## config.mk

```make
export PLATFORM = sky130hd
export DESIGN_NAME = mem_unit
export DESIGN_NICKNAME = d
export VERILOG_FILES = /design/src/verilog/lsu_pkg.sv /design/src/verilog/mem_unit.sv
export SDC_FILE = /design/constraint.sdc
export NUM_CORES = 1
export LEC_CHECK = 0
export BUFFER_PORTS_ARGS = -buffer_cell sky130_fd_sc_hd__buf_2
export CAP_MARGIN = 20
export CORE_AREA = 2 2 184 186
export CTS_CLUSTER_SIZE = 30
export DETAILED_ROUTE_END_ITERATION = 10
export DIE_AREA = 0 0 186 188
export GPL_TIMING_DRIVEN = 0
export PLACE_DENSITY = 0.43
export SLEW_MARGIN = 20
export SYNTH_ARGS = -nofsm -noshare
export SYNTH_HDL_FRONTEND = slang
export SYNTH_SLANG_ARGS = --single-unit
```

## constraint.sdc

```tcl
create_clock -name clk_i -period 4.69 [get_ports clk_i]
set_input_delay 0.938 -clock clk_i [delete_from_list [all_inputs] [get_ports clk_i]]
set_output_delay 0.938 -clock clk_i [all_outputs]
set_load 0.01 [all_outputs]
```

## src/verilog/lsu_pkg.sv

```systemverilog
// Load/store unit shared definitions
// Widths, instruction and command encodings, FSM states, I/O window
package lsu_pkg;

    // --------------------------------------------------
    // Widths
    // --------------------------------------------------
    localparam int XLEN       = 64;
    localparam int ADDR_W     = 40;                  // Physical address
    localparam int REG_W      = 5;
    localparam int DMEM_WORDS = 256;                 // 64-bit words in cache RAM
    localparam int IDX_W      = $clog2(DMEM_WORDS);  // RAM index, address bits 10:3

    typedef logic [XLEN-1:0]   bus64_t;
    typedef logic [ADDR_W-1:0] addr_t;
    typedef logic [REG_W-1:0]  reg_t;

    // I/O window, inclusive bounds
    localparam addr_t IO_BASE = 40'h00_8002_0000;
    localparam addr_t IO_LAST = 40'h00_8002_0053;

    // --------------------------------------------------
    // Encodings
    // --------------------------------------------------
    typedef enum logic [6:0] {
        OPC_LOAD  = 7'b0000011,
        OPC_STORE = 7'b0100011
    } opcode_t;

    typedef enum logic [3:0] {
        LB, LBU, LH, LHU, LW, LWU, LD,   // Loads
        SB, SH, SW, SD,                  // Stores
        ILLEGAL
    } instr_type_t;

    typedef enum logic [1:0] {
        MEM_LOAD,
        MEM_STORE,
        MEM_NONE
    } mem_op_t;

    // Cache command codes
    typedef enum logic [4:0] {
        CMD_LOAD  = 5'd0,
        CMD_STORE = 5'd1
    } dmem_cmd_t;

    // Memory unit control states
    typedef enum logic [1:0] {
        RESET     = 2'b00,
        IDLE      = 2'b01,
        MAKE_REQ  = 2'b10,
        WAIT_RESP = 2'b11
    } mu_state_t;

    // Address falls in the I/O window
    function automatic logic in_io(addr_t addr);
        return (addr >= IO_BASE) && (addr <= IO_LAST);
    endfunction

endpackage
```

## src/verilog/mem_unit.sv

```systemverilog
// Memory unit: address generation, cache request FSM and core lock
// Holds the issued request so a nacked access can be reissued
`timescale 1ns/1ps

module mem_unit (
    input  logic                 clk_i,
    input  logic                 rstn_i,
    input  logic                 valid_i,            // Issue pulse
    input  logic                 kill_i,             // Abort pending access
    input  lsu_pkg::bus64_t      data_rs1_i,         // Base address
    input  lsu_pkg::bus64_t      data_rs2_i,         // Store data
    input  lsu_pkg::instr_type_t instr_type_i,
    input  lsu_pkg::mem_op_t     mem_op_i,
    input  logic [2:0]           funct3_i,
    input  lsu_pkg::reg_t        rd_i,
    input  lsu_pkg::bus64_t      imm_i,
    // From cache
    input  logic                 dmem_req_ready_i,
    input  logic                 dmem_resp_valid_i,
    input  logic                 dmem_resp_nack_i,   // Request refused, reissue
    input  lsu_pkg::bus64_t      dmem_resp_data_i,
    input  logic                 dmem_xcpt_ma_ld_i,
    input  logic                 dmem_xcpt_ma_st_i,
    // To cache
    output logic                 dmem_req_valid_o,
    output lsu_pkg::dmem_cmd_t   dmem_req_cmd_o,
    output lsu_pkg::addr_t       dmem_req_addr_o,
    output logic [3:0]           dmem_op_type_o,
    output lsu_pkg::bus64_t      dmem_req_data_o,
    output logic                 dmem_req_kill_o,
    // To core
    output logic                 lock_o,             // No new issue allowed
    output logic                 ready_o,            // Load result valid
    output logic                 xcpt_o,
    output lsu_pkg::reg_t        rd_o,
    output logic [2:0]           width_o,            // funct3 of held access
    output logic [2:0]           offset_o,           // Byte offset in word
    output lsu_pkg::bus64_t      data_o              // Raw response word
);

    lsu_pkg::mu_state_t state_q, state_d;
    logic               replay_q, replay_d;   // Reissue from held request

    // Held request
    lsu_pkg::addr_t     addr_q;
    lsu_pkg::dmem_cmd_t cmd_q;
    logic [2:0]         funct3_q;
    lsu_pkg::bus64_t    data_q;
    lsu_pkg::reg_t      rd_q;
    logic               st_q;
    logic               io_st_q;              // Store into I/O window

    lsu_pkg::addr_t     addr_live;
    lsu_pkg::dmem_cmd_t cmd_live;
    logic               issue;
    logic               illegal;
    logic               pending;
    logic               mem_xcpt;

    // --------------------------------------------------
    // Request fields
    // --------------------------------------------------
    assign addr_live = data_rs1_i[lsu_pkg::ADDR_W-1:0] + imm_i[lsu_pkg::ADDR_W-1:0];
    assign issue     = (state_q == lsu_pkg::IDLE) & valid_i & ~replay_q;
    assign illegal   = (instr_type_i == lsu_pkg::ILLEGAL);
    assign pending   = replay_q | (issue & ~illegal);   // Something to send
    assign mem_xcpt  = dmem_xcpt_ma_ld_i | dmem_xcpt_ma_st_i;

    always_comb begin
        case (instr_type_i)
            lsu_pkg::LB, lsu_pkg::LBU, lsu_pkg::LH, lsu_pkg::LHU,
            lsu_pkg::LW, lsu_pkg::LWU, lsu_pkg::LD: cmd_live = lsu_pkg::CMD_LOAD;
            lsu_pkg::SB, lsu_pkg::SH, lsu_pkg::SW, lsu_pkg::SD: cmd_live = lsu_pkg::CMD_STORE;
            default: cmd_live = lsu_pkg::CMD_LOAD;
        endcase
    end

    // Live operands in the issue cycle, held copy on reissue
    assign dmem_req_addr_o = issue ? addr_live : addr_q;
    assign dmem_req_cmd_o  = issue ? cmd_live : cmd_q;
    assign dmem_op_type_o  = {1'b0, issue ? funct3_i : funct3_q};
    assign dmem_req_data_o = issue ? data_rs2_i : data_q;
    assign dmem_req_kill_o = kill_i | mem_xcpt | (issue & illegal);

    assign xcpt_o  = (issue & illegal) | ((state_q == lsu_pkg::MAKE_REQ) & mem_xcpt);
    assign ready_o = dmem_resp_valid_i & (state_q == lsu_pkg::WAIT_RESP) & ~st_q;
    assign rd_o     = rd_q;
    assign width_o  = funct3_q;
    assign offset_o = addr_q[2:0];
    assign data_o   = dmem_resp_data_i;

    always_ff @(posedge clk_i) begin
        if (issue) begin
            addr_q   <= addr_live;
            cmd_q    <= cmd_live;
            funct3_q <= funct3_i;
            data_q   <= data_rs2_i;
            rd_q     <= rd_i;
            st_q     <= (mem_op_i == lsu_pkg::MEM_STORE);
            io_st_q  <= (mem_op_i == lsu_pkg::MEM_STORE) & lsu_pkg::in_io(addr_live);
        end
    end

    // --------------------------------------------------
    // Control FSM, Mealy outputs
    // --------------------------------------------------
    always_ff @(posedge clk_i or negedge rstn_i) begin
        if (!rstn_i) begin
            state_q  <= lsu_pkg::RESET;
            replay_q <= 1'b0;
        end else begin
            state_q  <= state_d;
            replay_q <= replay_d;
        end
    end

    always_comb begin
        state_d          = state_q;
        replay_d         = 1'b0;
        dmem_req_valid_o = 1'b0;
        lock_o           = 1'b0;
        case (state_q)
            lsu_pkg::RESET: begin
                state_d = lsu_pkg::IDLE;
            end
            lsu_pkg::IDLE: begin
                dmem_req_valid_o = pending & ~kill_i & dmem_req_ready_i;
                lock_o           = pending & ~kill_i;
                replay_d         = pending & ~kill_i & ~dmem_req_ready_i;   // Cache busy
                if (dmem_req_valid_o) begin
                    state_d = lsu_pkg::MAKE_REQ;
                end
            end
            lsu_pkg::MAKE_REQ: begin
                if (mem_xcpt | kill_i) begin
                    state_d = lsu_pkg::IDLE;        // Access dropped
                end else begin
                    lock_o  = 1'b1;
                    state_d = lsu_pkg::WAIT_RESP;
                end
            end
            lsu_pkg::WAIT_RESP: begin
                if (dmem_resp_valid_i) begin
                    state_d = lsu_pkg::IDLE;
                end else if (dmem_resp_nack_i) begin
                    lock_o   = ~kill_i;             // Stay locked for reissue
                    replay_d = ~kill_i;
                    state_d  = lsu_pkg::IDLE;
                end else if (kill_i | io_st_q) begin
                    state_d = lsu_pkg::IDLE;        // I/O store gets no response
                end else begin
                    lock_o = 1'b1;
                end
            end
            default: begin
                state_d = lsu_pkg::RESET;
            end
        endcase
    end

endmodule

```

==> results.toml <==
[worst_setup_path]
cp-end-kind = "output pin"
r2r_slack_ns = 1.83
r2r-start = "state_q[1]"
path_class = "primary input to output pin"
start_kind = "primary input"
worstSetupEndpoint = "dmem_req_addr_o[35]"
r2r-end = "io_st_q"
cp-startpoint = "data_rs1_i[2]"
required_ns = 3.75
reg2regPathDepth = 6
crit_arrival_ns = 3.67
crit_slowest_cell = "a221o_2"
path_common_cell = "buf_2"
crit_fanout = 4
slowest_delay_ns = 0.42
path_cells = "buf_2, ha_4, o211a_1, a221o_2, a21oi_4, o211ai_1, a311o_1, a41o_4, a31o_4, xnor2_4, o21ai_2, buf_2"

[pwr]
max-vdd-ir-drop_mv = 0.236
p_per_area_nw_per_um2 = 551
power_mw = 5.61
power.leakage_nw = 5.22

[sta]
fin_skew_ns = 0.00960
rsz0062_at_grt = "yes"
worstMarginPinSlew_ns = 0.839
finalCritPeriodShare_pct = 98.2
hold_slack_ns = 0.301
min_period_ns = 4.61
drv_slew = 0
fmax_ghz = 0.217
finalSetupViolCount = 0
hold_viol = 0
relSlewSlack_pct = 44.1

[place]
port-buffer-count = 358
dp_cells = 1671
dp_hpwl_um = 20600
place_congestion = 0.783
postPlaceCellArea_um2 = 9100

[route]
ant_nets = 0
avgViaCountPerCell = 4.14
vias = 7088
routed_wl_um = 25200
firstDrtPassIters = 5
drt_iter0_drc = 233
drcViolationCount = 0
wl_per_cell_um = 14.7

[yosys]
dominantRegCellSynth = "dfxtp_1"
syn_nets = 1189
seq_area_frac_synth_pct = 37.5
synth_edf_count = 7
ys_types = 62
syn_area_per_cell_um2 = 7.80
synthArstFlopShare_pct = 2.46
synth_seq_cells = 122
syn-instance-count = 865
synth_warnings = 0
syn_area_um2 = 6750

[layout]
layout.cells.non_filler = 1711
drive_above_1_share_pct = 41.8
fin_nets = 1574
area_growth_pct = 50.9
final_cell_mix = "buf_2, nand2_1, dfxtp_1, buf_4, o21ai_0"
nFillCells = 3604
diodes = 0
final_area_um2 = 10200
mostFrequentLayoutCell = "buf_2"

[floorplan]
die_y_um = 188
die_w_um = 186
row_count = 67
die-area_um2 = 35000
coreArea_um2 = 33100
start_util_pct = 20.4
num_io_pins = 472

[grt]
groute.usage.overall_pct = 13.9
grt_max_degree = 17
antenna_found_initial = 1
grt_pass1_vias = 6824
grt_pass1_wl_um = 37200
overflow = 0

[clocking]
root_buffer = "clkbuf_16"
clock_latency_ns = 0.42
cts_buffers = 17
clockBufferDepth = 2
tritoncts = "yes"
clk_transition_reported_paths_ns = 0.06
cts-hold-fix-buffers = 0
cts-htree-levels = 4
clock-sinks = 122

[min_path]
hold_path_class = "primary input to asynchronous set/reset pin"

[flow_run]
maxCapViolations = 0

[run_status]
status = "finished, final reports clean"
[registers in the layout, indices dropped and copies added (netlist names)]
register	flops
data_q	64
cmd_q	5
state_q	2
st_q	1
replay_q	1
addr_q	40
width_o	3
io_st_q	1
rd_o	5
[timing repair]
action	CTS	global route
pin swaps	14	18
gates resized for setup	30	45
setup endpoints to repair	21	12
setup buffers	5	4
gates cloned	0	0
[metal layers]
| layer | track usage, % | part of all wire, % | up-vias |
|---|---|---|---|
| met5 | 0 | 0.048 | - |
| li1 | - | - | 3623 |
| met4 | 3.33 | 1.2 | 2 |
| met1 | 17.1 | 43 | 3173 |
| met2 | 23.5 | 48 | 270 |
| met3 | 4.29 | 7.8 | 20 |
[worst min path at each step]
stage | start | end | slack, ns | depth (start not counted)
finish | rstn_i | state_q[0] | 0.30 | 1
global route | rstn_i | state_q[0] | 0.28 | 1
CTS | rstn_i | state_q[0] | 0.28 | 1
detailed placement | data_q[23] | data_q[23] | 0.43 | 2
global placement | data_q[7] | data_q[7] | 0.43 | 2
floorplan | data_q[0] | data_q[0] | 0.48 | 2
[logic make-up (layout without fill, tap and decap cells)]
| group | after synthesis | after routing | share of synthesized area, % |
|---|---|---|---|
| AO/OA/AOI/OAI | 167 | 167 | 15.1 |
| buffers and inverters | 103 | 501 | 9.52 |
| multiplexers | 3 | 3 | 0.501 |
| AND/OR/NAND/NOR | 385 | 385 | 23.8 |
| other | 1 | 1 | 0.0556 |
| flip-flops | 122 | 122 | 37.5 |
| XOR/XNOR | 39 | 39 | 5.18 |
| adder cells (fa/ha/maj) | 45 | 45 | 8.46 |
[stage by stage]
stage | utilization (%) | TNS [ns] | setup WS [ns]
after floorplan | - | 0 | 0.239
after global placement | 27.5 | -5.38 | -1.28
after detailed placement | 27.5 | -5.33 | -1.25
after CTS | 30.1 | -0.383 | -0.172
after global routing | 30.7 | -0.00874 | -0.00817
final | 30.7 | 0 | 0.0849
[synthesized netlist by cell type (8+ instances only)]
master / number / area, um2
nand2_1: 296 / 1110
clkbuf_1: 26 / 97.6
a21oi_1: 44 / 220
nor2_1: 32 / 120
xor2_1: 15 / 131
xnor2_1: 23 / 201
inv_1: 8 / 30.0
o21ai_0: 58 / 290
dfxtp_1: 112 / 2240
ha_1: 44 / 551
a21o_1: 20 / 150
buf_4: 68 / 510
nand4_1: 10 / 62.6
[report_power, final]
part | switching, mW | internal, mW | total [mW]
registers | 0.121 | 1.53 | 1.65
logic | 1.56 | 0.955 | 2.51
clock network | 0.523 | 0.922 | 1.45
[area by class of cell]
| type | count | area [um2] | area share (%) |
|---|---|---|---|
| multi-input combinational | 640 | 3930 | 38.6 |
| sequential | 122 | 2530 | 24.8 |
| timing repair buffer | 367 | 1880 | 18.5 |
| buffer | 93 | 604 | 5.94 |
| tap | 448 | 561 | 5.51 |
| clock buffer | 19 | 453 | 4.45 |
| clock inverter | 13 | 188 | 1.84 |
| inverter | 9 | 33.8 | 0.332 |
[worst max-delay path: cells and delay by family]
kind / cells / cell delay, ns
AOI/OAI and AO/OA: 8 / 2.01
xor gates and xnor gates: 1 / 0.15
adders and majority gates: 1 / 0.26
buffers and inverters: 2 / 0.28
No activity file was read; power rests on OpenSTA's default activity.
