$ cat src/verilog/lsu_pkg.sv
// Load/store unit shared definitions
// Widths, instruction and command encodings, FSM states, I/O window
package lsu_pkg;

    // --------------------------------------------------
    // Widths
    // --------------------------------------------------
    localparam int XLEN       = 64;
    localparam int ADDR_W     = 40;                  // Physical address
    localparam int REG_W      = 5;
    localparam int DMEM_WORDS = 256;                 // 64-bit words in cache RAM
    localparam int IDX_W      = $clog2(DMEM_WORDS);  // RAM index, address bits 10:3

    typedef logic [XLEN-1:0]   bus64_t;
    typedef logic [ADDR_W-1:0] addr_t;
    typedef logic [REG_W-1:0]  reg_t;

    // I/O window, inclusive bounds
    localparam addr_t IO_BASE = 40'h00_8002_0000;
    localparam addr_t IO_LAST = 40'h00_8002_0053;

    // --------------------------------------------------
    // Encodings
    // --------------------------------------------------
    typedef enum logic [6:0] {
        OPC_LOAD  = 7'b0000011,
        OPC_STORE = 7'b0100011
    } opcode_t;

    typedef enum logic [3:0] {
        LB, LBU, LH, LHU, LW, LWU, LD,   // Loads
        SB, SH, SW, SD,                  // Stores
        ILLEGAL
    } instr_type_t;

    typedef enum logic [1:0] {
        MEM_LOAD,
        MEM_STORE,
        MEM_NONE
    } mem_op_t;

    // Cache command codes
    typedef enum logic [4:0] {
        CMD_LOAD  = 5'd0,
        CMD_STORE = 5'd1
    } dmem_cmd_t;

    // Memory unit control states
    typedef enum logic [1:0] {
        RESET     = 2'b00,
        IDLE      = 2'b01,
        MAKE_REQ  = 2'b10,
        WAIT_RESP = 2'b11
    } mu_state_t;

    // Address falls in the I/O window
    function automatic logic in_io(addr_t addr);
        return (addr >= IO_BASE) && (addr <= IO_LAST);
    endfunction

endpackage
$ cat src/verilog/load_align.sv
// Load result formatter
// Picks the addressed bytes and extends them per funct3
`timescale 1ns/1ps

module load_align (
    input  lsu_pkg::bus64_t data_i,     // Raw 64-bit response
    input  logic [2:0]      width_i,    // funct3 of the load
    input  logic [2:0]      offset_i,   // Byte offset in word
    output lsu_pkg::bus64_t data_o
);

    lsu_pkg::bus64_t shifted;

    assign shifted = data_i >> {offset_i, 3'b000};   // Addressed byte to bit 0

    always_comb begin
        case (width_i)
            3'b000:  data_o = {{56{shifted[7]}}, shifted[7:0]};      // LB
            3'b001:  data_o = {{48{shifted[15]}}, shifted[15:0]};    // LH
            3'b010:  data_o = {{32{shifted[31]}}, shifted[31:0]};    // LW
            3'b100:  data_o = {56'd0, shifted[7:0]};                 // LBU
            3'b101:  data_o = {48'd0, shifted[15:0]};                // LHU
            3'b110:  data_o = {32'd0, shifted[31:0]};                // LWU
            default: data_o = shifted;                               // LD
        endcase
    end

endmodule

$ cat config.mk
export PLATFORM = sky130hd
export DESIGN_NAME = load_align
export DESIGN_NICKNAME = d
export VERILOG_FILES = /design/src/verilog/lsu_pkg.sv /design/src/verilog/load_align.sv
export SDC_FILE = /design/constraint.sdc
export NUM_CORES = 1
export LEC_CHECK = 0
export BUFFER_PORTS_ARGS = -buffer_cell sky130_fd_sc_hd__buf_2
export CORE_ASPECT_RATIO = 0.5
export CORE_MARGIN = 4
export CORE_UTILIZATION = 51
export DETAILED_ROUTE_END_ITERATION = 10
export PLACE_DENSITY = 0.91
export SLEW_MARGIN = 20
export SYNTH_ARGS = -nofsm -noshare
export SYNTH_HDL_FRONTEND = slang
export SYNTH_SLANG_ARGS = --single-unit
$ cat constraint.sdc
create_clock -name vclk -period 2.7
set_input_delay 0.135 -clock vclk [all_inputs]
set_output_delay 0.135 -clock vclk [all_outputs]
set_load 0.01 [all_outputs]
==> metrics.cfg, run 1 <==
[status]
outcome=finished, final reports clean

[synth]
synthCells=293
yosysWarnings=0
netlist_area_mm2=0.00234
syn_area_per_cell_um2=7.98
ys_types=31
synth_fp_nets=363
ys_seq_area_share_pct=0

[setup_path]
path_cells=buf_2 > buf_4 > mux2_2 > nand4_1 > a311o_1 > buf_4 > nand4_1 > buf_2
cp-end-kind=output pin
critPathMaxFanout=34
critPathMaxStageDelay_ns=0.43
crit_family=buffers and inverters
cpMaxStageDelayCell=buf_4
critPathLaunchType=input pin
path_class=in2out
crit_arrival_ns=2.10
critical_path_buf_inv_count=4
critical_path_required_ns=2.57

[global_routing]
grt_pass1_wl_um=13600
grt_pass1_vias=2805
antenna_found_initial=0
grt_max_degree=57
track_usage_pct=27.1
grt-ovfl-total=0

[floorplanning]
core_mm2=0.00440
start_util_pct=53.1
io_pins=134
dieArea_mm2=0.00580
die_width_um=104
die_y_um=55.9
rows=17

[routing]
drc=0
drt_iter0_markers=353
postRouteAntennaNets=0
wl_per_cell_um=18.1
wl_um=8330
vias_per_cell=6.52
firstDrtPassIters=5
vias=3008

[power_and_ir_drop]
irDropWorstVdd_v=0.000128
power_mw=0.609
powerDensity_mw_per_mm2=203
power.leakage_nw=1.62

[placement]
place_congestion=0.856
dpl.cell_count=461
place_area_mm2=0.00300
dp_hpwl_um=6270
portBuffers=134

[sta]
final.setup.tns_ns=0
relSlewSlack_pct=47.2
maxSlewViolCount=0
final_hold_viol_count=0
tightest_slew_ns=0.791
clock.fmax_ghz=0.448
rsz0062_at_grt=false
fin_crit_sh_pct=82.7
setup_viol=0
period_needed_ns=2.23

[finish]
design_area_mm2=0.00300
layout-drive-gt1-share_pct=47.0
final_cells=461
layout.nets=476
n_fill_cell=381
antenna_cells=0
n_clock_buffer=0
seq_cell_count=0
seqCellArea_um2=0
syn2layout_area_growth_pct=28.4

[cts]
cts_hold_buffers=0
post_cts_buffers=0
postCtsResizedCells=0

[run]
max_cap_violations=0

[min_path]
hold_path.class=in2out

-- area by class of cell --
cell class / count / area, um2 / area share (%)
timing repair buffer: 149 / 796 / 26.5
inverter: 3 / 11.3 / 0.375
tap: 57 / 71.3 / 2.37
multi-input combinational: 252 / 2120 / 70.8
-- cells by family (layout without fill, tap and decap cells) --
| group | count (synthesis) | after routing | share of synthesized area (%) |
|---|---|---|---|
| compound gates | 42 | 42 | 12.1 |
| buf+inv | 41 | 152 | 9.15 |
| mux | 73 | 73 | 48.1 |
| simple gates | 137 | 137 | 30.7 |
-- path summary, 6_finish.rpt --
| kind | slack [ns] | endpoint | from | depth (start not counted) |
|---|---|---|---|---|
| setup / recovery | 0.47 | data_o[40] | offset_i[1] | 8 |
| hold / removal | 0.64 | data_o[56] | data_i[56] | 4 |
-- cell usage in the layout, fill, tap and decap left out, types with 4 or more instances in the layout --
| cell | instances |
|---|---|
| and3_1 | 8 |
| buf_2 | 134 |
| buf_4 | 14 |
| mux2_2 | 5 |
| mux2i_1 | 37 |
| mux4_2 | 31 |
| nand2_1 | 51 |
| nand3_1 | 12 |
| nand3_2 | 4 |
| nand4_1 | 30 |
| nor2_1 | 10 |
| nor2b_1 | 10 |
| o2111ai_1 | 5 |
| o21ai_0 | 22 |
| o2bb2ai_1 | 8 |
-- per-layer routing --
layer  up-vias  GRT usage, %  wire [um]
li1       1371             -          -
met1      1433          37.3       3410
met2       185          45.7       4040
met3        19          2.78        712
met4         0          7.77        161
met5         -             0          0
-- synthesized netlist by cell type (2+ instances only) --
cell type / number / area, um2
a22o_1: 2 / 17.5
and2_0: 3 / 18.8
and2_1: 3 / 18.8
and3_1: 8 / 50.1
buf_1: 5 / 18.8
buf_2: 12 / 60.1
buf_6: 6 / 67.6
clkbuf_1: 15 / 56.3
inv_1: 2 / 7.51
mux2_2: 5 / 56.3
mux2i_1: 37 / 370
mux4_2: 31 / 698
nand2_1: 51 / 191
nand2b_1: 2 / 12.5
nand3_1: 12 / 60.1
nand3_2: 4 / 40.0
nand4_1: 30 / 188
nor2_1: 10 / 37.5
nor2b_1: 10 / 62.6
o2111ai_1: 5 / 43.8
o211ai_1: 2 / 15.0
o21ai_0: 22 / 110
o2bb2ai_1: 8 / 70.1
-- stage by stage --
step / setup slack [ns] / utilization, % / hold slack (ns)
2_1_floorplan: 0.933 / - / 0.418
3_3_place_gp: 0.551 / 68.2 / 0.636
3_5_place_dp: 0.496 / 68.2 / 0.635
4_1_cts: 0.492 / 68.2 / 0.636
5_1_grt: 0.341 / 68.2 / 0.668
6_report: 0.468 / 68.2 / 0.644
-- report_power, final --
part	internal [mW]	switching, mW	total (mW)
clock	0	0	0
sequential	0	0	0
combinational	0.287	0.322	0.609
No activity file was read; power rests on OpenSTA's default activity.
==> run 2, diff against run 1 <==
ABC_AREA = 1   (was unset)
CORE_UTILIZATION = 48   (was 51)
PLACE_DENSITY = 0.85   (was 0.91)
clock period = 2.24 ns   (was 2.7 ns; I/O delays follow)
==> run 2 against run 1 <==
Against the previous run: via count up 22%; area after synthesis rose by 5.0%; cell count up 43%; routed wire length is 13% higher; sequential share of layout area did not move; first-iteration DRC count increased by 82%; worst setup slack barely moved; power grew 21%.
==> metrics.cfg, run 2 <==
[status]
outcome=finished, final reports clean

[finish]
seq_cell_count=0
antenna_cells=0
design_area_mm2=0.00302
final_cell_mix=213 x nand2_1, 134 x buf_2, 59 x nand3_1
n_clock_buffer=0
mostFrequentLayoutCell=nand2_1
final_cells=659
syn2layout_area_growth_pct=22.9
seqCellArea_um2=0
n_fill_cell=529
layout-drive-gt1-share_pct=29.9
layout.nets=661
fin_util_pct=61.2

[synth]
yosysWarnings=0
ys_seq_area_share_pct=0
synth_top_cell_by_area=nand2_1
syn_area_per_cell_um2=4.99
synth_common_cells=213 x nand2_1, 59 x nand3_1, 36 x o21ai_0
synth_top_area_share_pct=32.6
synth.area.top_cells=nand2_1 33%, nand3_1 12%, o21ai_0 7.3%
netlist_area_mm2=0.00245
synthCells=492
yosysMostFrequentCell=nand2_1
synth_fp_nets=562
ys_types=29

[sta]
clock.fmax_ghz=0.564
setup_slack_ns=0.468
hold_ws_ns=0.645
maxSlewViolCount=0
fin_crit_sh_pct=79.1
period_needed_ns=1.77
final_hold_viol_count=0
tightest_slew_ns=0.477
final.setup.tns_ns=0
setup_viol=0
rsz0062_at_grt=false
relSlewSlack_pct=67.9

[routing]
vias_per_cell=5.58
firstDrtPassIters=6
vias=3679
drc=0
wl_per_cell_um=14.3
wl_um=9420
postRouteAntennaNets=0
drt_iter0_markers=643

[placement]
portBuffers=134
dp_hpwl_um=7070
place_area_mm2=0.00302
place_congestion=1.04
place_ws_ns=0.496
dpl.cell_count=659

[global_routing]
grt_pass1_vias=2969
antenna_found_initial=0
grt-ovfl-total=0
track_usage_pct=27.6
grt_pass1_wl_um=14600
grt_max_degree=69

[setup_path]
critical_path_required_ns=2.13
path_cells=buf_2 > inv_2 > nand2_1 > nand3_1 > nand3_1 > nand2_2 > nand2_4 > buf_4 > nand4_1 > buf_2
path_class=in2out
cp-end-kind=output pin
cpMaxStageDelayCell=nand2_4
critPathMaxStageDelay_ns=0.26
critPathMaxFanout=28
critPathLaunchType=input pin
crit_arrival_ns=1.66

[min_path]
hold_path.class=in2out

[floorplanning]
io_pins=134
rows=18
core_mm2=0.00493
die_y_um=58.6
dieArea_mm2=0.00639
start_util_pct=49.8
die_width_um=109

[power_and_ir_drop]
irDropWorstVdd_v=0.0000951
power.leakage_nw=1.80
powerDensity_mw_per_mm2=244
power_mw=0.735

[cts]
postCtsResizedCells=0
post_cts_buffers=0
cts_hold_buffers=0

[run]
max_cap_violations=0

==> run 2: cell types whose count changed after synthesis, sizes merged, moves of 12 or more <==
| cell | before | now |
|---|---|---|
| a21oi | 0 | 12 |
| inv | 2 | 17 |
| mux2i | 37 | 3 |
| mux4 | 31 | 0 |
| nand2 | 51 | 219 |
| nand3 | 16 | 63 |
| o211ai | 2 | 16 |
| o21ai | 22 | 54 |
==> run 2: cells by family after synthesis <==
logic type	count (synthesis)	synth area share, %
AND/OR/NAND/NOR	341	64.3
multiplexers	3	1.22
buffers and inverters	64	15.5
AO/OA/AOI/OAI	84	19.0
==> run 2: metal layers <==
metal  track usage (%)  part of all wire, %  wire, um
met1              43.2                   44      4160
met2              39.6                   41      3820
met3              5.15                   14      1350
met4              3.42                 0.94        89
met5                 0                    0         0
==> run 2: path summary, 6_finish.rpt <==
kind | startpoint | end | depth (start not counted)
min | data_i[1] | data_o[1] | 6
max | offset_i[0] | data_o[57] | 10
==> run 2: final cells by class <==
class                      instances  area (um2)  share of cell area, %
timing repair buffer             144         783                   26.0
multi-input combinational        428        2080                   68.9
inverter                          17        66.3                   2.20
tap                               70        87.6                   2.90
==> run 2: where the power goes <==
part / switching [mW] / internal [mW] / leakage, nW
combinational: 0.456 / 0.279 / 1.80
sequential: 0 / 0 / 0
clock: 0 / 0 / 0
==> run 2: critical path, delay by kind of cell <==
kind	cells	cell delay, ns
buffers and inverters	4	0.76
AND/OR/NAND/NOR	6	0.79
==> run 3, diff against run 2 <==
CORE_UTILIZATION = 43   (was 48)
PLACE_DENSITY = 0.81   (was 0.85)
clock period = 1.5 ns   (was 2.24 ns; I/O delays follow)
==> run 3 against run 2 <==
Against the previous run: global-route usage down 2.9 points; critical path depth increased by 1; power is 60% higher; hold slack got worse by 0.097 ns; via count is 5.5% higher; cell count is 2.9% higher; non-clock buffer count increased by 15; combinational power rose by 61%; utilization down 1.2 points; largest power group unchanged; die area increased by 10%.
==> metrics.cfg, run 3 (synthesis results as in run 2) <==
[setup_path]
path_class=in2out
crit_arrival_ns=1.34
cp-end-kind=output pin
critPathLaunchType=input pin
critPathMaxFanout=11
critical_path_required_ns=1.42

[min_path]
whs_endpoint=data_o[28]
whs_path_depth=4
hp-start=width_i[1]
hold_path.class=in2out

[global_routing]
grt-ovfl-total=0
grt_pass1_wl_um=14700
grt_pass1_vias=3136
track_usage_pct=24.7
antenna_found_initial=0
grt_max_degree=68

[finish]
n_clock_buffer=0
mostFrequentLayoutCell=nand2_1
layout-drive-gt1-share_pct=31.9
layout.nets=677
final_cell_mix=213 x nand2_1, 133 x buf_2, 59 x nand3_1
seqCellArea_um2=0
antenna_cells=0
syn2layout_area_growth_pct=34.2
seq_cell_count=0
fin_util_pct=60.0
n_fill_cell=568

[power_and_ir_drop]
powerDensity_mw_per_mm2=357
irDropWorstVdd_v=0.000163
power.leakage_nw=1.92

[floorplanning]
start_util_pct=44.7
dieArea_mm2=0.00705
die_y_um=61.4
io_pins=134
die_width_um=115
core_mm2=0.00549
rows=19

[placement]
dp_hpwl_um=7240
place_congestion=0.983
portBuffers=134

[sta]
maxSlewViolCount=0
clock.fmax_ghz=0.706
period_needed_ns=1.42
fin_crit_sh_pct=94.4
tightest_slew_ns=0.350
rsz0062_at_grt=false
relSlewSlack_pct=76.6
setup_viol=0
final_hold_viol_count=0
final.setup.tns_ns=0

[routing]
wl_um=10100
vias_per_cell=5.73
drt_iter0_markers=619
drc=0
wl_per_cell_um=14.8
postRouteAntennaNets=0
firstDrtPassIters=5
vias=3883

[status]
outcome=finished, final reports clean

[run]
max_cap_violations=0

[cts]
post_cts_buffers=0

run 3: metrics by stage:
| step | power [mW] | cell area [um2] | instances | hold WS (ns) | setup slack, ns |
|---|---|---|---|---|---|
| 3_3_place_gp | 1.09 | 3160 | 674 | 0.556 | 0.0862 |
| 4_1_cts | 1.11 | 3160 | 674 | 0.551 | 0.0540 |
| 5_1_grt | 1.30 | 3290 | 678 | 0.598 | 0.0397 |
| 6_report | 1.18 | 3290 | 678 | 0.548 | 0.0838 |
| 2_1_floorplan | 0.696 | 2450 | 492 | 0.311 | 0.377 |
| 3_5_place_dp | 1.11 | 3160 | 674 | 0.550 | 0.0604 |
run 3: where the power goes:
group	switching (mW)	internal, mW	total [mW]
registers	0	0	0
clock network	0	0	0
logic	0.701	0.477	1.18
run 3: how the worst max path moves through the flow:
stage	cells past startpoint	slack, ns	start	endpoint
floorplan	10	0.38	offset_i[1]	data_o[33]
global placement	11	0.09	offset_i[0]	data_o[30]
detailed placement	9	0.06	offset_i[0]	data_o[42]
CTS	11	0.05	offset_i[0]	data_o[25]
global route	11	0.04	offset_i[0]	data_o[28]
finish	11	0.08	offset_i[0]	data_o[24]
run 3: critical path, cell delays in order:
cell and delay, ns:
buf_6 0.14, buf_12 0.15, nand2_1 0.07, nand3_1 0.12, nand3_1 0.10, nand2_2 0.12
nand2_4 0.09, nand2_4 0.13, clkinv_4 0.12, nand2_1 0.08, buf_2 0.13
run 3: final cells by class:
type / count / area (um2) / share of cell area (%)
Tap cell: 73 / 91.3 / 2.77
Multi-Input combinational cell: 428 / 2110 / 64.0
Inverter: 17 / 78.8 / 2.39
Timing Repair inverter: 1 / 8.76 / 0.266
Timing Repair Buffer: 159 / 1010 / 30.6
run 3: per-layer routing:
metal  part of all wire (%)  GRT usage (%)  up-vias  routed length, um
met3                     14           3.34       27               1430
met2                     44           39.3      281               4400
met4                    1.6           3.68        0                162
met5                      0              0        -                  0
met1                     40           36.6     1685               4060
li1                       -              -     1890                  -
run 3: timing repair:
| item | 4_1_cts | 5_1_grt |
|---|---|---|
| gates resized for setup | 0 | 17 |
| hold endpoints to repair | 0 | 0 |
| hold buffers | 0 | 0 |
| endpoints found under the setup margin | 0 | 47 |
