`config.mk`:
```
export PLATFORM = sky130hd
export DESIGN_NAME = mem_decoder
export DESIGN_NICKNAME = d
export VERILOG_FILES = /design/src/verilog/lsu_pkg.sv /design/src/verilog/mem_decoder.sv
export SDC_FILE = /design/constraint.sdc
export NUM_CORES = 1
export LEC_CHECK = 0
export CORE_AREA = 2 2 43 45
export DETAILED_ROUTE_END_ITERATION = 8
export DIE_AREA = 0 0 45 47
export DONT_BUFFER_PORTS = 1
export MAX_ROUTING_LAYER = met4
export SKIP_LAST_GASP = 1
export SYNTH_ARGS = -nofsm -noshare
export SYNTH_HDL_FRONTEND = slang
export SYNTH_SLANG_ARGS = --single-unit
```
`constraint.sdc`:
```
create_clock -name vclk -period 2.4
set_input_delay 0.12 -clock vclk [all_inputs]
set_output_delay 0.12 -clock vclk [all_outputs]
set_load 0.005 [all_outputs]
```
`src/verilog/lsu_pkg.sv`:
```
// Load/store unit shared definitions
// Widths, instruction and command encodings, FSM states, I/O window
package lsu_pkg;

    // --------------------------------------------------
    // Widths
    // --------------------------------------------------
    localparam int XLEN       = 64;
    localparam int ADDR_W     = 40;                  // Physical address
    localparam int REG_W      = 5;
    localparam int DMEM_WORDS = 256;                 // 64-bit words in cache RAM
    localparam int IDX_W      = $clog2(DMEM_WORDS);  // RAM index, address bits 10:3

    typedef logic [XLEN-1:0]   bus64_t;
    typedef logic [ADDR_W-1:0] addr_t;
    typedef logic [REG_W-1:0]  reg_t;

    // I/O window, inclusive bounds
    localparam addr_t IO_BASE = 40'h00_8002_0000;
    localparam addr_t IO_LAST = 40'h00_8002_0053;

    // --------------------------------------------------
    // Encodings
    // --------------------------------------------------
    typedef enum logic [6:0] {
        OPC_LOAD  = 7'b0000011,
        OPC_STORE = 7'b0100011
    } opcode_t;

    typedef enum logic [3:0] {
        LB, LBU, LH, LHU, LW, LWU, LD,   // Loads
        SB, SH, SW, SD,                  // Stores
        ILLEGAL
    } instr_type_t;

    typedef enum logic [1:0] {
        MEM_LOAD,
        MEM_STORE,
        MEM_NONE
    } mem_op_t;

    // Cache command codes
    typedef enum logic [4:0] {
        CMD_LOAD  = 5'd0,
        CMD_STORE = 5'd1
    } dmem_cmd_t;

    // Memory unit control states
    typedef enum logic [1:0] {
        RESET     = 2'b00,
        IDLE      = 2'b01,
        MAKE_REQ  = 2'b10,
        WAIT_RESP = 2'b11
    } mu_state_t;

    // Address falls in the I/O window
    function automatic logic in_io(addr_t addr);
        return (addr >= IO_BASE) && (addr <= IO_LAST);
    endfunction

endpackage
```
`src/verilog/mem_decoder.sv`:
```
// Memory instruction decoder
// Opcode and funct3 to instruction type, access kind, rd and immediate
`timescale 1ns/1ps

module mem_decoder (
    input  logic [31:0]          instr_i,
    output lsu_pkg::instr_type_t instr_type_o,
    output lsu_pkg::mem_op_t     mem_op_o,
    output logic [2:0]           funct3_o,      // Width and sign of access
    output lsu_pkg::reg_t        rd_o,
    output lsu_pkg::bus64_t      imm_o          // Sign-extended offset
);

    logic [6:0] opcode;
    logic [2:0] funct3;

    assign opcode   = instr_i[6:0];
    assign funct3   = instr_i[14:12];
    assign funct3_o = funct3;
    assign rd_o     = instr_i[11:7];   // Don't care for stores

    always_comb begin
        instr_type_o = lsu_pkg::ILLEGAL;
        mem_op_o     = lsu_pkg::MEM_NONE;
        imm_o        = '0;
        case (opcode)
            lsu_pkg::OPC_LOAD: begin
                imm_o    = {{52{instr_i[31]}}, instr_i[31:20]};   // I-type
                mem_op_o = lsu_pkg::MEM_LOAD;
                case (funct3)
                    3'b000:  instr_type_o = lsu_pkg::LB;
                    3'b001:  instr_type_o = lsu_pkg::LH;
                    3'b010:  instr_type_o = lsu_pkg::LW;
                    3'b011:  instr_type_o = lsu_pkg::LD;
                    3'b100:  instr_type_o = lsu_pkg::LBU;
                    3'b101:  instr_type_o = lsu_pkg::LHU;
                    3'b110:  instr_type_o = lsu_pkg::LWU;
                    default: mem_op_o     = lsu_pkg::MEM_NONE;   // Reserved
                endcase
            end
            lsu_pkg::OPC_STORE: begin
                // S-type, offset split around rd field
                imm_o    = {{52{instr_i[31]}}, instr_i[31:25], instr_i[11:7]};
                mem_op_o = lsu_pkg::MEM_STORE;
                case (funct3)
                    3'b000:  instr_type_o = lsu_pkg::SB;
                    3'b001:  instr_type_o = lsu_pkg::SH;
                    3'b010:  instr_type_o = lsu_pkg::SW;
                    3'b011:  instr_type_o = lsu_pkg::SD;
                    default: mem_op_o     = lsu_pkg::MEM_NONE;
                endcase
            end
            default: begin
                // Not a memory opcode, keep defaults
                mem_op_o = lsu_pkg::MEM_NONE;
            end
        endcase
    end

endmodule

```
==> results of run 1 <==
-- cell usage in the layout, fill, tap and decap left out, drive strengths merged, types with 2 or more instances in the layout --
cell type / n
and3: 2
a21oi: 5
nand3: 2
nand2b: 2
mux2i: 5
nor2: 7
o21ai: 3
and2: 7
-- final cells by class --
type	count	area, µm²	share of cell area, %
inverters	1	3.75	1.33
well taps	17	21.3	7.56
repair buffers	1	20.0	7.11
multi-input cells	37	236	84.0
-- how the worst max path moves through the flow --
stage / start / end / slack (ns)
4_1_cts: instr_i[4] / imm_o[60] / 1.04
3_5_place_dp: instr_i[4] / imm_o[60] / 1.03
5_1_grt: instr_i[4] / imm_o[60] / 0.89
3_3_place_gp: instr_i[4] / imm_o[60] / 1.06
6_report: instr_i[4] / imm_o[60] / 1.06
2_1_floorplan: instr_i[4] / imm_o[12] / 0.31
-- cells by family after synthesis --
logic type             after synthesis
AO/OA/AOI/OAI                        8
buffers and inverters               63
AND/OR/NAND/NOR                     24
multiplexers                         5
-- routing by layer --
layer	up-vias	share of wire, %
met2	40	48
met4	0	0
li1	140	-
met1	156	32
met3	0	20
met5	-	0
-- power groups by stage --
stage                     registers (W)  clock network (W)   logic, W
final                                 0                  0  0.0000187
after global routing                  0                  0  0.0000218
after CTS                             0                  0  0.0000190
after detailed placement              0                  0  0.0000190
after global placement                0                  0  0.0000183
after floorplan                       0                  0  0.0000377
-- through the flow --
step,setup slack [ns],hold WS (ns),utilization (%),total power (W),cell area (µm²)
floorplan,0.309,0.321,-,0.0000377,706
global placement,1.06,0.240,17.0,0.0000183,282
detailed placement,1.03,0.240,17.0,0.0000190,282
CTS,1.04,0.240,17.0,0.0000190,282
global route,0.887,0.240,17.0,0.0000218,282
finish,1.06,0.240,17.0,0.0000187,282
==> results.toml, run 1 <==
[timing]
final.setup.tns_ns = 0
setup_viol = 0
worstMarginPinSlew_ns = 0.238
hold_viol_final = 0
rsz0062_at_grt = "false"
finalCriticalPeriod_ns = 1.34
fin_crit_sh_pct = 56.0
slew_viol_final = 0
fmax_mhz = 744
relSlewSlack_pct = 83.9

[critical_path]
worstPathRequired_ns = 2.28
cp_top_family = "simple AND/OR/NAND/NOR gates"
worst-path-stages = 4
critPathBufInv = 1
crit_type = "in -> out"
slowest_stage = "and3_2"
cp_slowest_stage_delay_ns = 0.32
path_cells = "nor4_2 -> and3_2 -> and2_2 -> buf_12"
cp-start-kind = "input port"
worst-path-max-fanout = 53
cp-end-kind = "output port"
arrival_ns = 1.22

[yosys]
synth-simple-area-share_pct = 20.6
synth.top_cell.area_share_pct = 63.8
synth_top_area_cell = "buf_4"
synth-warning-count = 0
synth_fp_nets = 132
syn_inst = 100
syn_area_um2 = 706
syn_area_per_cell_um2 = 7.06
yosysSeqAreaShare_pct = 0
synth-xor-area-share_pct = 0
yosysMostFrequentCell = "buf_4"
synthDistinctLibCells = 17
synth_top_family_by_area = "buffers and inverters"
muxShareOfSynthArea_pct = 7.09
synth_compound_area_share_pct = 5.67
synthTopCellsByCount = "buf_4, and2_1, nor2_1"
synthAdderAreaFrac_pct = 0
synthTopCellsByArea = "buf_4, mux2i_1, and2_1"

[global_route]
grt_pass1_vias = 281
grt_pass1_wl_mm = 1.25
grtUsageTotal_pct = 7.79
antenna_found_initial = 0
met3_usage_pct = 1.15
grt_util_met2_pct = 16.9
grt.busiest_layer = "met2"
grt.overflow.total = 0
use_met1_pct = 7.27
grt_start_max_net_pins = 54

[layout]
clock_buffers = 0
area_delta_synth_final_pct = -60.1
fill_cells = 185
design.seq.count = 0
stdcell_count = 56
drive_above_1_share_pct = 10.3
register_area_um2 = 0
fin_nets = 73
antenna_cells = 0

[outcome]
outcome = "completed"

[floorplanning]
rows = 15
ioPinCount = 110
core_um2 = 1650
die_w_um = 45
start_util_pct = 42.7
dieArea_um2 = 2120
fp.dieH_um = 47

[route]
vias = 336
ant_nets = 0
routed_wl_um = 893
dr.pass1.iters = 4
drt-initial-drc-count = 5
wl_per_cell_um = 15.9
drc = 0
drt-vias-per-instance = 6.00

[placement]
gp_congestion = 0.712
dp_hpwl_um = 765
dp.cells = 56
portBuffers = 0

[clocking]
cts_hold_buffers = 0
cts_setup_buffers = 0
cts_resized = 0

[power]
combPwrFrac_pct = 100.0
power_frac_seq_pct = 0
power_frac_clock_pct = 0
peakVddDrop_mv = 0.0244
power.switching_w = 0.00000833
switching_share_pct = 44.5
p_int_w = 0.0000104
powerDensity_nw_per_um2 = 66.5
p_leak_nw = 0.105

[worst_hold_path]
whs_endpoint = "rd_o[0]"
worstHoldStart = "instr_i[7]"
hold_path.class = "in -> out"
holdPathStages = 0

[run]
cap_violations = 0
(Power assumes the default switching activity.)
==> inputs of run 2 (changes only) <==
==> constraint.sdc (replaced) <==
create_clock -name vclk -period 1.21
set_input_delay 0.0605 -clock vclk [all_inputs]
set_output_delay 0.0605 -clock vclk [all_outputs]
set_load 0.005 [all_outputs]
==> run 2 against run 1 <==
Routed wire length down 3.9%. Combinational power up 110%. Sequential cell count unchanged. Critical path depth unchanged. Non-clock buffer count up 1. First-iteration DRC count down 40%. Power up 110%. Critical path type unchanged. Critical endpoint is now imm_o[20]. Largest cell class unchanged. Largest power group unchanged.
==> results.toml, run 2 (synthesis gave the netlist of run 1 again) <==
[outcome]
outcome = "completed"

[layout]
stdcell_count = 57
mostFrequentLayoutCell = "nor2_1"
design.seq.count = 0
fin_nets = 74
register_area_um2 = 0
area_delta_synth_final_pct = -57.1
post-route-util_pct = 18.3
multi_input_area_um2 = 250
clock_buffers = 0
antenna_cells = 0
final_cell_mix = "nor2_1, and2_1, mux2i_1, a21oi_1, o21ai_0"
fill_cells = 193
drive_above_1_share_pct = 12.5

[clocking]
cts_hold_buffers = 0
cts_resized = 0
cts_setup_buffers = 0

[global_route]
antenna_found_initial = 0
grt.overflow.total = 0
grtUsageTotal_pct = 7.46
grt_pass1_wl_mm = 1.20
grt_start_max_net_pins = 54
grt_pass1_vias = 279

[route]
routed_wl_um = 858
dr.pass1.iters = 2
wl_per_cell_um = 15.1
drc = 0
drt-vias-per-instance = 5.91
vias = 337
drt-initial-drc-count = 3
ant_nets = 0

[placement]
dp.cells = 57
gp_congestion = 0.624
portBuffers = 0
dp_hpwl_um = 754

[critical_path]
worst-path-max-fanout = 53
worst-path-stages = 4
arrival_ns = 0.99
worstPathRequired_ns = 1.15
cp_slowest_stage_delay_ns = 0.29
cp_top_family = "simple AND/OR/NAND/NOR gates"
crit_type = "in -> out"
critPathBufInv = 1
cp-end-kind = "output port"
path_cells = "nor4_4 -> and3_4 -> and2_4 -> buf_12"
slowest_stage = "buf_12"
cp-start-kind = "input port"

[floorplanning]
start_util_pct = 42.7
fp.dieH_um = 47
ioPinCount = 110
dieArea_um2 = 2120
core_um2 = 1650
rows = 15
die_w_um = 45

[power]
p_leak_nw = 0.111
peakVddDrop_mv = 0.0420
powerDensity_nw_per_um2 = 130

[timing]
worstMarginPinSlew_ns = 0.257
slew_viol_final = 0
setup_viol = 0
hold_viol_final = 0
finalCriticalPeriod_ns = 1.05
rsz0062_at_grt = "false"
fin_crit_sh_pct = 87.2
relSlewSlack_pct = 82.7
fmax_mhz = 948

[worst_hold_path]
holdPathStages = 0
hold_path.class = "in -> out"

[run]
cap_violations = 0
-- run 2: cell count changes in the layout (fill, tap and decap cells not counted) --
cell / before / now
buf_4: 0 / 1
and2_2: 1 / 0
and3_2: 1 / 0
nor4_2: 1 / 0
and2_4: 0 / 1
and3_4: 0 / 1
nor4_4: 0 / 1
-- run 2: metal layers --
layer | vias up | routed length [µm] | GRT usage (%)
li1 | 141 | - | -
met1 | 160 | 289 | 7.95
met2 | 36 | 381 | 15.7
met3 | 0 | 187 | 0.385
met4 | 0 | 0 | 0
met5 | - | 0 | -
-- run 2: power by group --
group          internal, W   total, W  switching (W)  leakage, nW
clock network            0          0              0            0
registers                0          0              0            0
logic            0.0000221  0.0000392      0.0000171        0.111
-- run 2: area by class of cell --
class,count,share of cell area (%)
Multi-Input combinational cell,37,82.6
Timing Repair Buffer,2,9.09
Tap cell,17,7.02
Inverter,1,1.24
-- run 2: path summary, 6_finish.rpt --
kind,endpoint,slack (ns),start
min,rd_o[0],0.12,instr_i[7]
max,imm_o[20],0.16,instr_i[4]
-- run 2: metrics by stage --
| stage | power (W) | setup WS (ns) | instance area, µm² | TNS (ns) | hold WS [ns] |
|---|---|---|---|---|---|
| 3_5_place_dp | 0.0000397 | 0.138 | 303 | 0 | 0.121 |
| 6_report | 0.0000392 | 0.155 | 303 | 0 | 0.121 |
| 2_1_floorplan | 0.0000754 | -0.0766 | 724 | -3.95 | 0.202 |
| 4_1_cts | 0.0000399 | 0.138 | 303 | 0 | 0.121 |
| 5_1_grt | 0.0000454 | 0.0457 | 303 | 0 | 0.121 |
| 3_3_place_gp | 0.0000383 | 0.146 | 303 | 0 | 0.121 |
==> inputs of run 3 (changes only) <==
--- a/config.mk
+++ b/config.mk
@@ -5,11 +5,12 @@
 export SDC_FILE = /design/constraint.sdc
 export NUM_CORES = 1
 export LEC_CHECK = 0
-export CORE_AREA = 2 2 43 45
+export CORE_AREA = 4 4 41 43
 export DETAILED_ROUTE_END_ITERATION = 8
 export DIE_AREA = 0 0 45 47
 export DONT_BUFFER_PORTS = 1
 export MAX_ROUTING_LAYER = met4
+export PLACE_DENSITY_LB_ADDON = 0.15
 export SKIP_LAST_GASP = 1
 export SYNTH_ARGS = -nofsm -noshare
 export SYNTH_HDL_FRONTEND = slang
==> constraint.sdc (replaced) <==
create_clock -name vclk -period 1.1
set_input_delay 0.055 -clock vclk [all_inputs]
set_output_delay 0.055 -clock vclk [all_outputs]
set_load 0.005 [all_outputs]
==> run 3 against run 2 <==
Critical path depth unchanged. Die area unchanged. Sequential cell count unchanged. Via count increased by 3.3%. Setup slack got worse by 0.14 ns. Routed wire length increased by 23%. Critical path type unchanged. Largest power group unchanged. Highest routed layer is now met4.
==> results.toml, run 3 (synthesis gave the netlist of run 1 again) <==
[layout]
design.seq.count = 0
register_area_um2 = 0
fin_nets = 76
drive_above_1_share_pct = 16.7
stdcell_area_um2 = 323
post-route-util_pct = 24.8
clock_buffers = 0
area_delta_synth_final_pct = -54.3
antenna_cells = 0
mostFrequentLayoutCell = "nor2_1"
final_cell_mix = "nor2_1, and2_1, mux2i_1, a21oi_1"

[timing]
worst_slack_ns = 0.0136
fin_crit_sh_pct = 98.8
finalCriticalPeriod_ns = 1.09
slew_viol_final = 0
setup_viol = 0
relSlewSlack_pct = 80.9
hold_viol_final = 0
fmax_mhz = 920
rsz0062_at_grt = "true"
worstMarginPinSlew_ns = 0.284

[power]
peakVddDrop_mv = 0.0396
powerDensity_nw_per_um2 = 137
p_leak_nw = 0.125

[route]
drt-vias-per-instance = 6.11
drt-initial-drc-count = 2
routed_wl_mm = 1.06
drc = 0
dr.pass1.iters = 4
ant_nets = 0
vias = 348
wl_per_cell_um = 18.5

[floorplanning]
ioPinCount = 110
start_util_pct = 54.2
die_w_um = 45
fp.dieH_um = 47
rows = 13
core_um2 = 1300
dieArea_um2 = 2120

[global_route]
grt_pass1_wl_mm = 1.50
grtUsageTotal_pct = 9.34
grt_start_max_net_pins = 54
grt_pass1_vias = 295
grt.overflow.total = 0
antenna_found_initial = 0

[critical_path]
cp-end-kind = "output port"
arrival_ns = 1.03
worst-path-max-fanout = 53
worstPathRequired_ns = 1.04
cp-start-kind = "input port"
crit_type = "in -> out"

[worst_hold_path]
whs_endpoint = "rd_o[2]"
holdPathStages = 0
worstHoldStart = "instr_i[9]"
hold_path.class = "in -> out"

[placement]
place_area_um2 = 293
dp_hpwl_um = 827
portBuffers = 0
post-place-ws_ns = -0.0470
gp_congestion = 0.684

[run]
cap_violations = 0

[clocking]
cts_hold_buffers = 0

[outcome]
outcome = "completed"
==> run 3: how the worst max path moves through the flow <==
stage,startpoint,end,slack [ns],depth (start not counted)
after floorplan,instr_i[4],imm_o[12],-0.18,5
after global placement,instr_i[4],imm_o[18],-0.03,4
after detailed placement,instr_i[4],imm_o[18],-0.05,4
after CTS,instr_i[4],imm_o[18],0.01,4
after global routing,instr_i[4],imm_o[35],-0.07,4
final,instr_i[4],imm_o[18],0.01,4
==> run 3: through the flow <==
stage          total power [W]  hold WS (ns)  TNS (ns)  cells
3_3_place_gp         0.0000417         0.110     -1.24     54
2_1_floorplan        0.0000829         0.191     -9.10    100
6_report             0.0000443         0.110         0     57
5_1_grt              0.0000504         0.110     -3.58     57
4_1_cts              0.0000442         0.110         0     56
3_5_place_dp         0.0000427         0.110     -2.28     54
==> run 3: repair_timing <==
action,4_1_cts,5_1_grt
pin swaps,1,1
endpoints found under the setup margin,53,53
setup buffers,2,1
gates resized for setup,1,0
==> run 3: area by class of cell <==
| type | count | area, µm² |
|---|---|---|
| fillers | 143 | 978 |
| inverters | 1 | 3.75 |
| multi-input cells | 37 | 250 |
| well taps | 15 | 18.8 |
| repair buffers | 4 | 50.0 |
==> run 3: critical path, stage by stage <==
cell and delay [ns]:
nor4_4 0.28, and3_4 0.24, and2_4 0.16, buf_16 0.28
==> run 3: metal layers <==
metal	GRT usage (%)	routed length, µm	vias to the layer above	share of wire [%]
met5	-	0	-	0
met4	0.585	4	0	0.38
met3	1.92	185	2	18
met2	19.5	585	55	55
met1	8.99	281	145	27
li1	-	-	146	-
==> run 3: report_power, final <==
part	switching (W)	internal, W
Combinational	0.0000188	0.0000255
Clock	0	0
Sequential	0	0
